### config.mk
export PLATFORM = sky130hd
export DESIGN_NAME = tcb_mem_port_flat
export DESIGN_NICKNAME = d
export VERILOG_FILES = /design/src/tcb_pkg.sv /design/src/tcb_if.sv /design/src/tcb_mem_port.sv /design/src/flat_wrapper.sv
export VERILOG_INCLUDE_DIRS = /design/src
export SDC_FILE = /design/constraint.sdc
export NUM_CORES = 1
export LEC_CHECK = 0
export BUFFER_PORTS_ARGS = -buffer_cell sky130_fd_sc_hd__buf_2
export CAP_MARGIN = 10
export CORE_MARGIN = 10
export CORE_UTILIZATION = 30
export DETAILED_ROUTE_END_ITERATION = 8
export PLACE_DENSITY_LB_ADDON = 0.1
export SLEW_MARGIN = 10
export SYNTH_ARGS = -nofsm -noshare
export SYNTH_HDL_FRONTEND = slang
export SYNTH_SLANG_ARGS = --single-unit
### constraint.sdc
create_clock -name clk -period 2.3 [get_ports clk]
set_clock_uncertainty 0.1 [all_clocks]
set_input_delay 0.23 -clock clk [delete_from_list [all_inputs] [get_ports clk]]
set_output_delay 0.23 -clock clk [all_outputs]
set_load 0.1 [all_outputs]
### src/tcb_params.svh
////////////////////////////////////////////////////////////////////////////
// memory geometry and bus widths for the TCB dual-port memory
////////////////////////////////////////////////////////////////////////////

`ifndef TCB_PARAMS_SVH
`define TCB_PARAMS_SVH

// byte address width
`define TCB_AW  8
// data width and bytes per word
`define TCB_DW  32
`define TCB_BEW 4
// memory size in bytes
`define TCB_SZ  256
// row address width inside one byte-lane bank
`define TCB_ROW 6
// read latency in cycles
`define TCB_DLY 1

`endif

### src/tcb_pkg.sv
////////////////////////////////////////////////////////////////////////////
// shared types: port mode, per-lane request and response
////////////////////////////////////////////////////////////////////////////

`include "tcb_params.svh"

package tcb_pkg;

  // how a port interprets its request
  typedef enum logic {
    // adr + siz, bytes in byte order starting at lane 0
    TCB_REFERENCE,
    // adr + ben, each byte on its own lane
    TCB_BYTE_EN
  } tcb_mode_t;

  ////////////////////////////////////////////////////////////////////////////
  // lane side
  ////////////////////////////////////////////////////////////////////////////

  // one byte-lane row access
  typedef struct packed {
    logic                en;
    logic                wen;
    logic [`TCB_ROW-1:0] row;
    logic [8-1:0]        wdt;
  } tcb_lane_req_t;

  // registered read byte from one lane
  typedef struct packed {
    logic [8-1:0] rdt;
  } tcb_lane_rsp_t;

endpackage
### src/tcb_if.sv
////////////////////////////////////////////////////////////////////////////
// TCB bus interface and the per-lane bank access interface
////////////////////////////////////////////////////////////////////////////

`include "tcb_params.svh"

// TCB bus, clock and reset come from the enclosing module
interface tcb_if (
  input logic clk,
  input logic reset
);

  // request
  logic                 vld;
  logic                 wen;
  logic [`TCB_AW-1:0]   adr;
  // log2 of transfer size, reference mode
  logic [2-1:0]         siz;
  // byte enables, byte-enable mode
  logic [`TCB_BEW-1:0]  ben;
  logic [`TCB_DW-1:0]   wdt;
  // response, valid TCB_DLY cycles after the transfer
  logic [`TCB_DW-1:0]   rdt;

  modport man (
    input  clk, reset,
    output vld, wen, adr, siz, ben, wdt,
    input  rdt
  );

  modport sub (
    input  clk, reset,
    input  vld, wen, adr, siz, ben, wdt,
    output rdt
  );

endinterface

// one row access per byte lane, between a port adapter and the banks
interface tcb_lane_if;

  tcb_pkg::tcb_lane_req_t req [`TCB_BEW];
  tcb_pkg::tcb_lane_rsp_t rsp [`TCB_BEW];

  modport port (output req, input  rsp);
  modport bank (input  req, output rsp);

endinterface

### src/tcb_mem_port.sv
////////////////////////////////////////////////////////////////////////////
// TCB port adapter: splits a transfer into byte-lane row requests
// and rebuilds the read data when the bank bytes come back
////////////////////////////////////////////////////////////////////////////

`include "tcb_params.svh"

module tcb_mem_port #(
  parameter tcb_pkg::tcb_mode_t MODE = tcb_pkg::TCB_REFERENCE
)(
  tcb_if.sub       tcb,
  tcb_lane_if.port lane
);

  // lane offset width
  localparam int unsigned OW = $clog2(`TCB_BEW);

  // byte count decoded from siz
  logic [3-1:0]         cnt;
  // active bytes, indexed by byte position in the transfer
  logic [`TCB_BEW-1:0]  bmsk;
  // active lanes, indexed by bank lane
  logic [`TCB_BEW-1:0]  lmsk;
  // read mask and offset delay line
  logic [`TCB_BEW-1:0]  msk_q [`TCB_DLY];
  logic [OW-1:0]        off_q [`TCB_DLY];
  // bank bytes after masking
  logic [8-1:0]         rsp_b [`TCB_BEW];

  // siz 3 would be wider than the bus, clip to a word
  always_comb begin
    case (tcb.siz)
      2'd0:    cnt = 3'd1;
      2'd1:    cnt = 3'd2;
      default: cnt = 3'd4;
    endcase
  end

  ////////////////////////////////////////////////////////////////////////////
  // request side, combinational
  ////////////////////////////////////////////////////////////////////////////

  for (genvar i = 0; i < `TCB_BEW; i++) begin : g_lane
    // byte position served by lane i
    logic [OW-1:0]      bi;
    // its byte address, wraps with the memory
    logic [`TCB_AW-1:0] ba;
    // source byte for the write and output byte for the read
    logic [OW-1:0]      src;

    assign bmsk[i] = (MODE == tcb_pkg::TCB_REFERENCE) ? (i < cnt) : tcb.ben[i];

    assign bi = OW'(i) - tcb.adr[OW-1:0];
    assign ba = tcb.adr + `TCB_AW'(bi);

    assign lmsk[i] = tcb.vld & bmsk[bi];

    // reference mode takes byte bi, byte-enable mode keeps the lane
    assign lane.req[i] = '{
      en:  lmsk[i],
      wen: tcb.wen,
      row: ba[`TCB_AW-1:OW],
      wdt: (MODE == tcb_pkg::TCB_REFERENCE) ? tcb.wdt[8*bi +: 8] : tcb.wdt[8*i +: 8]
    };

    // lanes outside the delayed mask read as zero
    assign rsp_b[i] = msk_q[`TCB_DLY-1][i] ? lane.rsp[i].rdt : 8'h00;

    // rotate back so byte 0 lands on the lowest lane
    assign src = (MODE == tcb_pkg::TCB_REFERENCE) ? OW'(i) + off_q[`TCB_DLY-1] : OW'(i);
    assign tcb.rdt[8*i +: 8] = rsp_b[src];
  end

  ////////////////////////////////////////////////////////////////////////////
  // response side, delayed to match the bank
  ////////////////////////////////////////////////////////////////////////////

  // only reads load the mask, writes and idle cycles give zero
  always_ff @(posedge tcb.clk) begin
    if (tcb.reset) begin
      msk_q <= '{default: '0};
    end else begin
      msk_q[0] <= tcb.wen ? '0 : lmsk;
      for (int d = 1; d < `TCB_DLY; d++) begin
        msk_q[d] <= msk_q[d-1];
      end
    end
  end

  // offset only matters under a set mask
  always_ff @(posedge tcb.clk) begin
    off_q[0] <= tcb.adr[OW-1:0];
    for (int d = 1; d < `TCB_DLY; d++) begin
      off_q[d] <= off_q[d-1];
    end
  end

endmodule

### src/flat_wrapper.sv
// flat-port wrapper written by rule: the top's interface ports become plain ports
module tcb_mem_port_flat 
#(
  parameter tcb_pkg::tcb_mode_t MODE = tcb_pkg::TCB_REFERENCE
)
  (clk, reset, tcb_vld, tcb_wen, tcb_adr, tcb_siz, tcb_ben, tcb_wdt, tcb_rdt, lane_req, lane_rsp);
  tcb_if tcb_i (.clk(clk), .reset(reset));
  tcb_lane_if lane_i ();
  input wire logic clk;
  input wire logic reset;
  input wire logic [$bits(tcb_i.vld)-1:0] tcb_vld;
  input wire logic [$bits(tcb_i.wen)-1:0] tcb_wen;
  input wire logic [$bits(tcb_i.adr)-1:0] tcb_adr;
  input wire logic [$bits(tcb_i.siz)-1:0] tcb_siz;
  input wire logic [$bits(tcb_i.ben)-1:0] tcb_ben;
  input wire logic [$bits(tcb_i.wdt)-1:0] tcb_wdt;
  output wire logic [$bits(tcb_i.rdt)-1:0] tcb_rdt;
  output wire logic [$bits(lane_i.req)-1:0] lane_req;
  input wire logic [$bits(lane_i.rsp)-1:0] lane_rsp;
  assign tcb_i.vld = tcb_vld;
  assign tcb_i.wen = tcb_wen;
  assign tcb_i.adr = tcb_adr;
  assign tcb_i.siz = tcb_siz;
  assign tcb_i.ben = tcb_ben;
  assign tcb_i.wdt = tcb_wdt;
  assign tcb_rdt = tcb_i.rdt;
  assign lane_req = {>>{lane_i.req}};
  assign lane_i.rsp = {>>{lane_rsp}};
  tcb_mem_port #(.MODE(MODE)) u_core (.tcb(tcb_i), .lane(lane_i));
endmodule
# Word-level counts from Yosys, hierarchy flattened

Memories as Yosys holds them, arrays and structs flattened.
Cells that the tools add are included.

Flip-flop bits (word level): 4
Bits in writable memories: 2
Input port bits: 82
Output and inout bits: 96
Logic and storage cells: 65
Memories: 1

Memories:

| name         | depth | width | rd ports | clocked after Yosys merged registers in | wr ports | RTL line           | text |
|---|---|---|---|---|---|---|---|
| u_core.off_q | 1     | 2     | 1        | 0                                       | 1        | tcb_mem_port.sv:26 | `` logic [OW-1:0] off_q [`TCB_DLY]; `` |

Add/sub/neg operators: 11
Magnitude comparators: 12
Equal/unequal tests: 1
Shift operators: 4
Muxes and demuxes: 25
Bitwise logic cells: 8
Reduce and logical (&&, ||, !) cells: 2

Operators by type and width:

| operator                                                               | count |
|---|---|
| 32-bit by 6-bit indexed part select with 8-bit output                  | 4 |
| 8-bit two-way mux                                                      | 12 |
| 8-bit binary-select mux with 2-bit select                              | 4 |
| 8-bit by 2-bit adder with 8-bit output                                 | 4 |
| 3-bit greater-or-equal comparator (second input constant)              | 4 |
| 2-bit by 3-bit < comparator with 1-bit output (second input constant)  | 4 |
| 2-bit NOT with 3-bit output                                            | 4 |
| 1-bit binary-select mux with 2-bit select                              | 4 |
| 1-bit by 3-bit < comparator with 1-bit output (first input constant)   | 2 |
| 2-bit by 3-bit < comparator with 1-bit output (first input constant)   | 2 |
| 3-bit case mux with 2 select lines                                     | 1 |
| 2-bit adder (first input constant)                                     | 2 |
| 1-bit AND                                                              | 4 |
| 1-bit two-way mux                                                      | 4 |
| 1-bit by 2-bit subtractor with 2-bit output (first input constant)     | 2 |
| 2-bit subtractor (first input constant)                                | 2 |
| 1-bit by 2-bit adder with 2-bit output (first input constant)          | 1 |
| 2-bit by 1-bit equality test with 1-bit output (second input constant) | 1 |
| 2-bit logical NOT                                                      | 1 |
| 2-bit OR reduction                                                     | 1 |

# Longest topological paths before layout

Gate-level depths: netlist of the first run.

Depth in word-level cells: 6
Mapped depth: 8
Gate-level depth less buffers: 5

# Worst setup path after synthesis of the first run

No wires, ideal clock.

Kind: input port to output port
From: input port tcb_adr[1]
To: output port lane_req[31]
Arrival time: 3.661 ns
Data required time: 1.970 ns
Path slack: -1.691 ns
Cell stages on the path: 8
Buffers on the path: 4
Cells stage by stage: buf_2 -> buf_2 -> inv_1 -> ha_1 -> buf_2 -> buf_2 -> a21oi_1 -> nor3_1

Cells in the longest elaborated chain, start to end: 4

RTL lines:

| item                                      | RTL line           | text |
|---|---|---|
| start, declared                           | flat_wrapper.sv:13 | `input wire logic [$bits(tcb_i.adr)-1:0] tcb_adr;` |
| 2-bit subtractor                          | tcb_mem_port.sv:53 | `assign bi = OW'(i) - tcb.adr[OW-1:0];` |
| 1-bit binary-select mux with 2-bit select | tcb_mem_port.sv:56 | `assign lmsk[i] = tcb.vld & bmsk[bi];` |
| 1-bit two-way mux (implied by the code)   | tcb_mem_port.sv:56 |  |
| 1-bit AND                                 | tcb_mem_port.sv:56 |  |
| end, declared                             | flat_wrapper.sv:18 | `output wire logic [$bits(lane_i.req)-1:0] lane_req;` |

No other way between the ends. The select of a mux whose other input is x is not followed.

# Final worst setup path of the first run

From: input port tcb_siz[1]
To: output port lane_req[15]

Cells in the longest elaborated chain, start to end: 6
Elaborated cells on any way between the ends: 10
Classes of those cells: 4 x order compare; 1 x eq/ne; 3 x mux; 1 x bitwise; 1 x reduce/logical

RTL lines:

| item                                                                                                           | RTL line           | text |
|---|---|---|
| start, declared                                                                                                | flat_wrapper.sv:14 | `input wire logic [$bits(tcb_i.siz)-1:0] tcb_siz;` |
| 2-bit by 1-bit equality test with 1-bit output or 2-bit logical NOT (tied branches)                            | tcb_mem_port.sv:32 | `case (tcb.siz)` |
| 3-bit case mux with 2 select lines *                                                                           | tcb_mem_port.sv:32 |  |
| 1-bit by 3-bit < comparator with 1-bit output or 2-bit by 3-bit < comparator with 1-bit output (tied branches) | tcb_mem_port.sv:51 | `assign bmsk[i] = (MODE == tcb_pkg::TCB_REFERENCE) ? (i < cnt) : tcb.ben[i];` |
| 1-bit binary-select mux with 2-bit select *                                                                    | tcb_mem_port.sv:56 |  |
| 1-bit two-way mux (implied by the code) *                                                                      | tcb_mem_port.sv:56 |  |
| 1-bit AND *                                                                                                    | tcb_mem_port.sv:56 |  |

Mark *: on every way between the ends. The rest lies on a longest branch, timed or not. The select of a mux whose other input is x is not followed.

==> impl_metrics.csv, run 1 <==
group,metric,value,unit
cells_and_area,drive_gt1_frac,0.640,
synth,synth_edf_count,0,
hold_path,hp-start,"tcb_adr[1]",
synth,syn_area_per_cell,8.37,µm²
job,maxCapViolCount,0,
hold_path,worstHoldPathType,"input pin to flip-flop",
synth,ys_top_cells_by_area,"mux4_2, mux2_2, nand3_1",
placement,gp_congestion,0.810,
sta,hold_violations,0,
sta,rsz0062_at_grt,"false",
sta,slew_headroom,0.570,
routing,route.detailed.drc,0,
global_routing,grt_pass1_wl,14500,µm
cells_and_area,instances_no_fill,538,
routing,ant_nets,0,
worst_setup_path,critPathKind,"input pin to primary output",
worst_setup_path,critPathCapture,"lane_req[15]",
sta,min_period_over_period,0.956,
placement,dp_cells,535,
synth,yosys.area.top_type,"mux4_2",
placement,dp_hpwl,7900,µm
clock_tree,cts_inserted_buffers,3,
worst_setup_path,crit_path_top_delay_cell,"or2_2",
cells_and_area,diodes,0,
clock_tree,clk_pin_slew,0.03,ns
pwr,power_density,517,nW/µm²
clock_tree,postCtsSetupRepairBufs,0,
synth,synth.distinct_cells,30,
floorplanning,core_area,7770,µm²
floorplanning,die_area,12000,µm²
run_status,outcome,"completed",
routing,drt_iter0_drc,111,
worst_setup_path,critPathMaxFanout,5,
sta,setup_viol,0,
sta,worst_slew_pin_slew,0.638,ns
routing,wl_per_cell,17.3,µm
cells_and_area,finalInstanceArea,4240,µm²
synth,synth_ff_type,"dfxtp_1",
global_routing,overflow,0,
synth,yosys_register_bits,6,
synth,async_reset_ff_frac,0,
synth,netlist_area,2410,µm²
clock_tree,cts_tree,"yes",
global_routing,grt.total_usage,0.148,
global_routing,antenna_found_initial,0,
routing,drtPass1Iterations,4,
floorplanning,rows,32,
routing,via_per_inst,5.26,
sta,min_period,2.20,ns
worst_setup_path,startpoint_type,"input pin",
floorplanning,dieWidth,110,µm
pwr,ir_worst_vdd,0.335,mV
placement,port_buffers,173,
worst_setup_path,arrival,1.87,ns
global_routing,grt_max_degree,45,
synth,synth.net_count,376,
synth,syn_inst,288,
clock_tree,clk_path_buf_depth,2,
worst_setup_path,crit_required,1.97,ns
worst_setup_path,path_cells,"buf_2 -> or2_2 -> ha_1 -> nand2_1 -> o21ai_0 -> a211oi_2 -> buf_12",
global_routing,grt_pass1_vias,2794,
clock_tree,root_buffer,"clkbuf_8",
routing,vias,2832,
sta,fmax,455,MHz
sta,drv_slew,0,
floorplanning,initial_core_util,0.310,
synth,synth_top_area_share,0.299,
floorplanning,ios,178,
worst_setup_path,crit_path_max_incr_delay,0.34,ns
pwr,p_leak,1.86,nW
synth,ys_warn_count,0,
cells_and_area,num-nets-final,526,
worst_setup_path,cp-end-kind,"primary output",
floorplanning,die_height,110,µm
routing,wl,9300,µm
clock_tree,cts.sinks,6,
cells_and_area,nFillCells,745,
cells_and_area,area_growth,75.8,%
synth,synth_seq_area_share,0.0498,
clock_tree,htreeDepth,1,
placement,dpl-instance-area,4200,µm²
worst_setup_path,crit_start,"tcb_siz[1]",
## what timing repair did
| item | in CTS | in global routing |
|---|---|---|
| resized for setup | 0 | 0 |
| hold buffers | 0 | 0 |
| setup endpoints to repair | 0 | 1 |
## sequential cells by signal, summed over array words and instances (netlist names)
register and count:
u_core.off_q 2, u_core.msk_q 4
## Yosys cell counts, types with 5 or more instances
cell	count
buf_2	16
buf_4	13
clkbuf_1	13
dfxtp_1	6
ha_1	6
inv_1	9
mux2_2	31
mux4_2	32
nand2_1	36
nand3_1	36
nor3_1	10
o21ai_0	5
o21ai_1	32
xnor2_1	9
xor2_1	7
## per-layer routing
layer | vias up | routed length (µm) | global-route usage
met3 | 4 | 1140 | 0.0620
met5 | - | 0 | 0
li1 | 1350 | - | -
met4 | 0 | 58 | 0.0316
met2 | 140 | 4590 | 0.253
met1 | 1338 | 3510 | 0.169
## worst min-delay path by stage
stage	end	slack (ns)	depth (start not counted)
floorplan	u_core.off_q[0][0]	0.16	0
global placement	u_core.msk_q[3]	0.47	3
detailed placement	u_core.msk_q[3]	0.48	3
CTS	u_core.msk_q[3]	0.25	3
global route	u_core.msk_q[3]	0.26	3
finish	u_core.msk_q[3]	0.25	3
## worst max-delay path: cells and delay by family
family	cells	cell delay, ns
AOI/OAI and AO/OA	2	0.57
adders and majority gates	1	0.33
and+or+nand+nor	2	0.41
buffers and inverters	2	0.32
## through the flow
stage / TNS [ns] / power, mW / util / hold WS (ns) / worst slack [ns]
5_1_grt: 0 / 2.27 / 0.546 / 0.263 / 0.0185
3_5_place_dp: 0 / 2.05 / 0.540 / 0.477 / 0.0713
4_1_cts: 0 / 2.21 / 0.546 / 0.246 / 0.0593
6_report: 0 / 2.19 / 0.546 / 0.246 / 0.100
3_3_place_gp: 0 / 2.04 / 0.540 / 0.466 / 0.107
2_1_floorplan: -2.11 / 1.50 / - / 0.158 / -0.605
## report_power, final
| group | switching [mW] | internal (mW) | total, mW |
|---|---|---|---|
| logic | 1.33 | 0.591 | 1.92 |
| clock network | 0.0401 | 0.112 | 0.152 |
| registers | 0.0126 | 0.110 | 0.123 |
| total | 1.38 | 0.813 | 2.19 |
## placed cells by master, fill, tap and decap left out, types with 3 or more instances in the layout
master	n
buf_2	128
buf_12	47
nand2_1	36
nand3_1	36
o21ai_1	32
mux4_2	32
mux2_2	31
buf_4	12
nor3_1	8
xnor2_2	7
inv_1	7
xor2_2	5
o21ai_0	5
ha_1	5
dfxtp_1	5
nand2b_1	4
nand4_1	3
nor2_1	3
clkbuf_8	3
## cell type report
class	instances	area [µm²]	area share
Clock buffer	3	41.3	0.00974
Inverter	9	41.3	0.00974
Multi-Input combinational cell	231	2230	0.527
Sequential cell	6	121	0.0286
Tap cell	102	128	0.0301
Timing Repair Buffer	187	1670	0.394
## cell families after synthesis
kind of cell               count (synthesis)  synth area share
AOI/OAI and AO/OA                         48             0.109
xor gates and xnor gates                  18            0.0716
adders and majority gates                  6            0.0311
and+or+nand+nor                           95             0.182
muxes                                     64             0.448
buffers and inverters                     51             0.108
DFF                                        6            0.0498
No activity file was read; power rests on OpenSTA's default activity.
==> run 2: changes to the inputs <==
CORE_ASPECT_RATIO = 1.5   (was default)
==> run 2 against run 1 <==
  * Hold slack got worse by 0.0055 ns
  * Sequential share of layout area down 0.19 points
  * Critical path depth stayed put
  * Final area increased by 7.2%
  * Global-route usage grew 0.47 points
  * Total power up 7.7%
  * Final cell count rose by 0.56%
  * Sequential cell count stayed put
  * Core utilization up 2.9 points
  * Largest power group unchanged
  * Highest routed layer unchanged
==> impl_metrics.csv, run 2 (same netlist as run 1, synthesis figures left out) <==
group,metric,value,unit
clock_tree,postCtsSetupRepairBufs,0,
clock_tree,cts.sinks,6,
pwr,seq_power_share,0.054,
pwr,power.share.clock,0.117,
placement,port_buffers,173,
worst_setup_path,startpoint_type,"input pin",
floorplanning,dieWidth,93.2,µm
job,maxCapViolCount,0,
hold_path,whs_endpoint,"u_core.msk_q[3]",
clock_tree,ctsResizeCount,0,
cells_and_area,final_common_cell,"buf_2",
sta,min_period_over_period,0.954,
sta,fmax,456,MHz
pwr,p_switching,1.40,mW
worst_setup_path,path_cells,"buf_2 -> or2_2 -> ha_1 -> nand2_1 -> o21ai_0 -> a211oi_2 -> buf_12",
cells_and_area,drive_gt1_frac,0.640,
global_routing,busiest_layer,"met2",
pwr,p_leak,1.93,nW
pwr,ir_worst_vdd,0.317,mV
worst_setup_path,crit_path_max_incr_delay,0.36,ns
placement,dp_hpwl,8420,µm
global_routing,grt_max_degree,45,
clock_tree,clk_pin_slew,0.03,ns
cells_and_area,final_cell_mix,"buf_2, buf_12, nand2_1, nand3_1",
pwr,power_density,519,nW/µm²
global_routing,met2_usage,0.283,
global_routing,grt_use_met3,0.0650,
cells_and_area,area_growth,88.4,%
worst_setup_path,crit_path_top_delay_cell,"a211oi_2",
sta,worst_slew_pin_slew,0.657,ns
sta,drv_slew,0,
floorplanning,initial_core_util,0.305,
cells_and_area,reg_top3,"u_core.msk_q x4, u_core.off_q x2",
pwr,switching_share,0.593,
global_routing,grt_pass1_wl,15000,µm
cells_and_area,seq_area,121,µm²
sta,slew_headroom,0.558,
pwr,pwr-share-comb,0.829,
hold_path,hp-start,"tcb_adr[1]",
routing,route.detailed.drc,0,
floorplanning,die_area,12100,µm²
sta,setup_viol,0,
cells_and_area,finalInstanceArea,4540,µm²
worst_setup_path,arrival,1.87,ns
pwr,intPower,960,µW
hold_path,worstHoldPathType,"input pin to flip-flop",
global_routing,gr-usage-met1,0.150,
global_routing,grt_pass1_vias,2935,
worst_setup_path,cp-end-kind,"primary output",
clock_tree,cts_hold_buffers,0,
placement,gp_congestion,0.836,
cells_and_area,largest_register_ffs,4,
cells_and_area,instances_no_fill,541,
global_routing,overflow,0,
floorplanning,rows,40,
placement,dpl-instance-area,4470,µm²
clock_tree,clk_path_buf_depth,2,
floorplanning,die_height,130,µm
cells_and_area,multi_input_area,2230,µm²
routing,wl,9640,µm
cells_and_area,top_register,"u_core.msk_q",
routing,via_per_inst,5.27,
floorplanning,core_area,7910,µm²
sta,min_period,2.20,ns
hold_path,worstHoldPathCells,3,
run_status,outcome,"completed",
cells_and_area,num-nets-final,526,
clock_tree,cts_inserted_buffers,3,
cells_and_area,nFillCells,724,
global_routing,antenna_found_initial,0,
global_routing,grt.total_usage,0.153,
routing,vias,2850,
worst_setup_path,critPathKind,"input pin to primary output",
cells_and_area,diodes,0,
routing,wl_per_cell,17.8,µm
floorplanning,ios,178,
worst_setup_path,critPathMaxFanout,5,
placement,dp_cells,538,
routing,drtPass1Iterations,4,
clock_tree,root_buffer,"clkbuf_16",
routing,drt_iter0_drc,105,
clock_tree,cts_tree,"yes",
worst_setup_path,crit_required,1.97,ns
routing,ant_nets,0,
sta,rsz0062_at_grt,"false",
clock_tree,htreeDepth,1,
sta,hold_violations,0,
## run 2: how the worst max path moves through the flow
stage | start | endpoint | slack (ns) | cells past startpoint
global route | u_core.msk_q[3] | tcb_rdt[10] | 0.001 | 4
CTS | tcb_siz[1] | lane_req[15] | 0.04 | 7
detailed placement | tcb_siz[1] | lane_req[15] | 0.05 | 7
finish | tcb_siz[1] | lane_req[15] | 0.10 | 7
global placement | tcb_siz[1] | lane_req[15] | 0.08 | 7
floorplan | tcb_siz[1] | lane_req[15] | -0.61 | 6
## run 2: metal layers
metal | up-vias | share of wire
li1 | 1357 | -
met1 | 1345 | 0.33
met2 | 137 | 0.53
met3 | 11 | 0.11
met4 | 0 | 0.020
met5 | - | 0
## run 2: layout make-up
type	count	share of cell area
inverters	9	0.00909
clock buffers	3	0.0165
flip-flops and latches	6	0.0267
repair buffers	187	0.427
well taps	105	0.0289
multi-input cells	231	0.492
## run 2: metrics by stage
| stage | setup TNS [ns] | hold WS (ns) | power [mW] | setup WS (ns) | util |
|---|---|---|---|---|---|
| after floorplan | -2.11 | 0.158 | 1.50 | -0.605 | - |
| after global placement | 0 | 0.481 | 2.09 | 0.0790 | 0.565 |
| after detailed placement | 0 | 0.480 | 2.10 | 0.0528 | 0.565 |
| after CTS | 0 | 0.248 | 2.38 | 0.0443 | 0.575 |
| after global routing | 0 | 0.259 | 2.44 | 0.00128 | 0.575 |
| final | 0 | 0.240 | 2.36 | 0.105 | 0.575 |
## run 2: power groups by stage
stage / Sequential [mW] / Clock (mW) / Combinational, mW
finish: 0.128 / 0.276 / 1.96
global route: 0.129 / 0.286 / 2.02
CTS: 0.127 / 0.280 / 1.97
detailed placement: 0.129 / 0 / 1.97
global placement: 0.128 / 0 / 1.96
floorplan: 0.113 / 0 / 1.39
## run 2: critical path: cells and delay by family
| kind | cells | cell delay, ns |
|---|---|---|
| and+or+nand+nor | 2 | 0.40 |
| buffers and inverters | 2 | 0.32 |
| adders and majority gates | 1 | 0.32 |
| AOI/OAI and AO/OA | 2 | 0.60 |
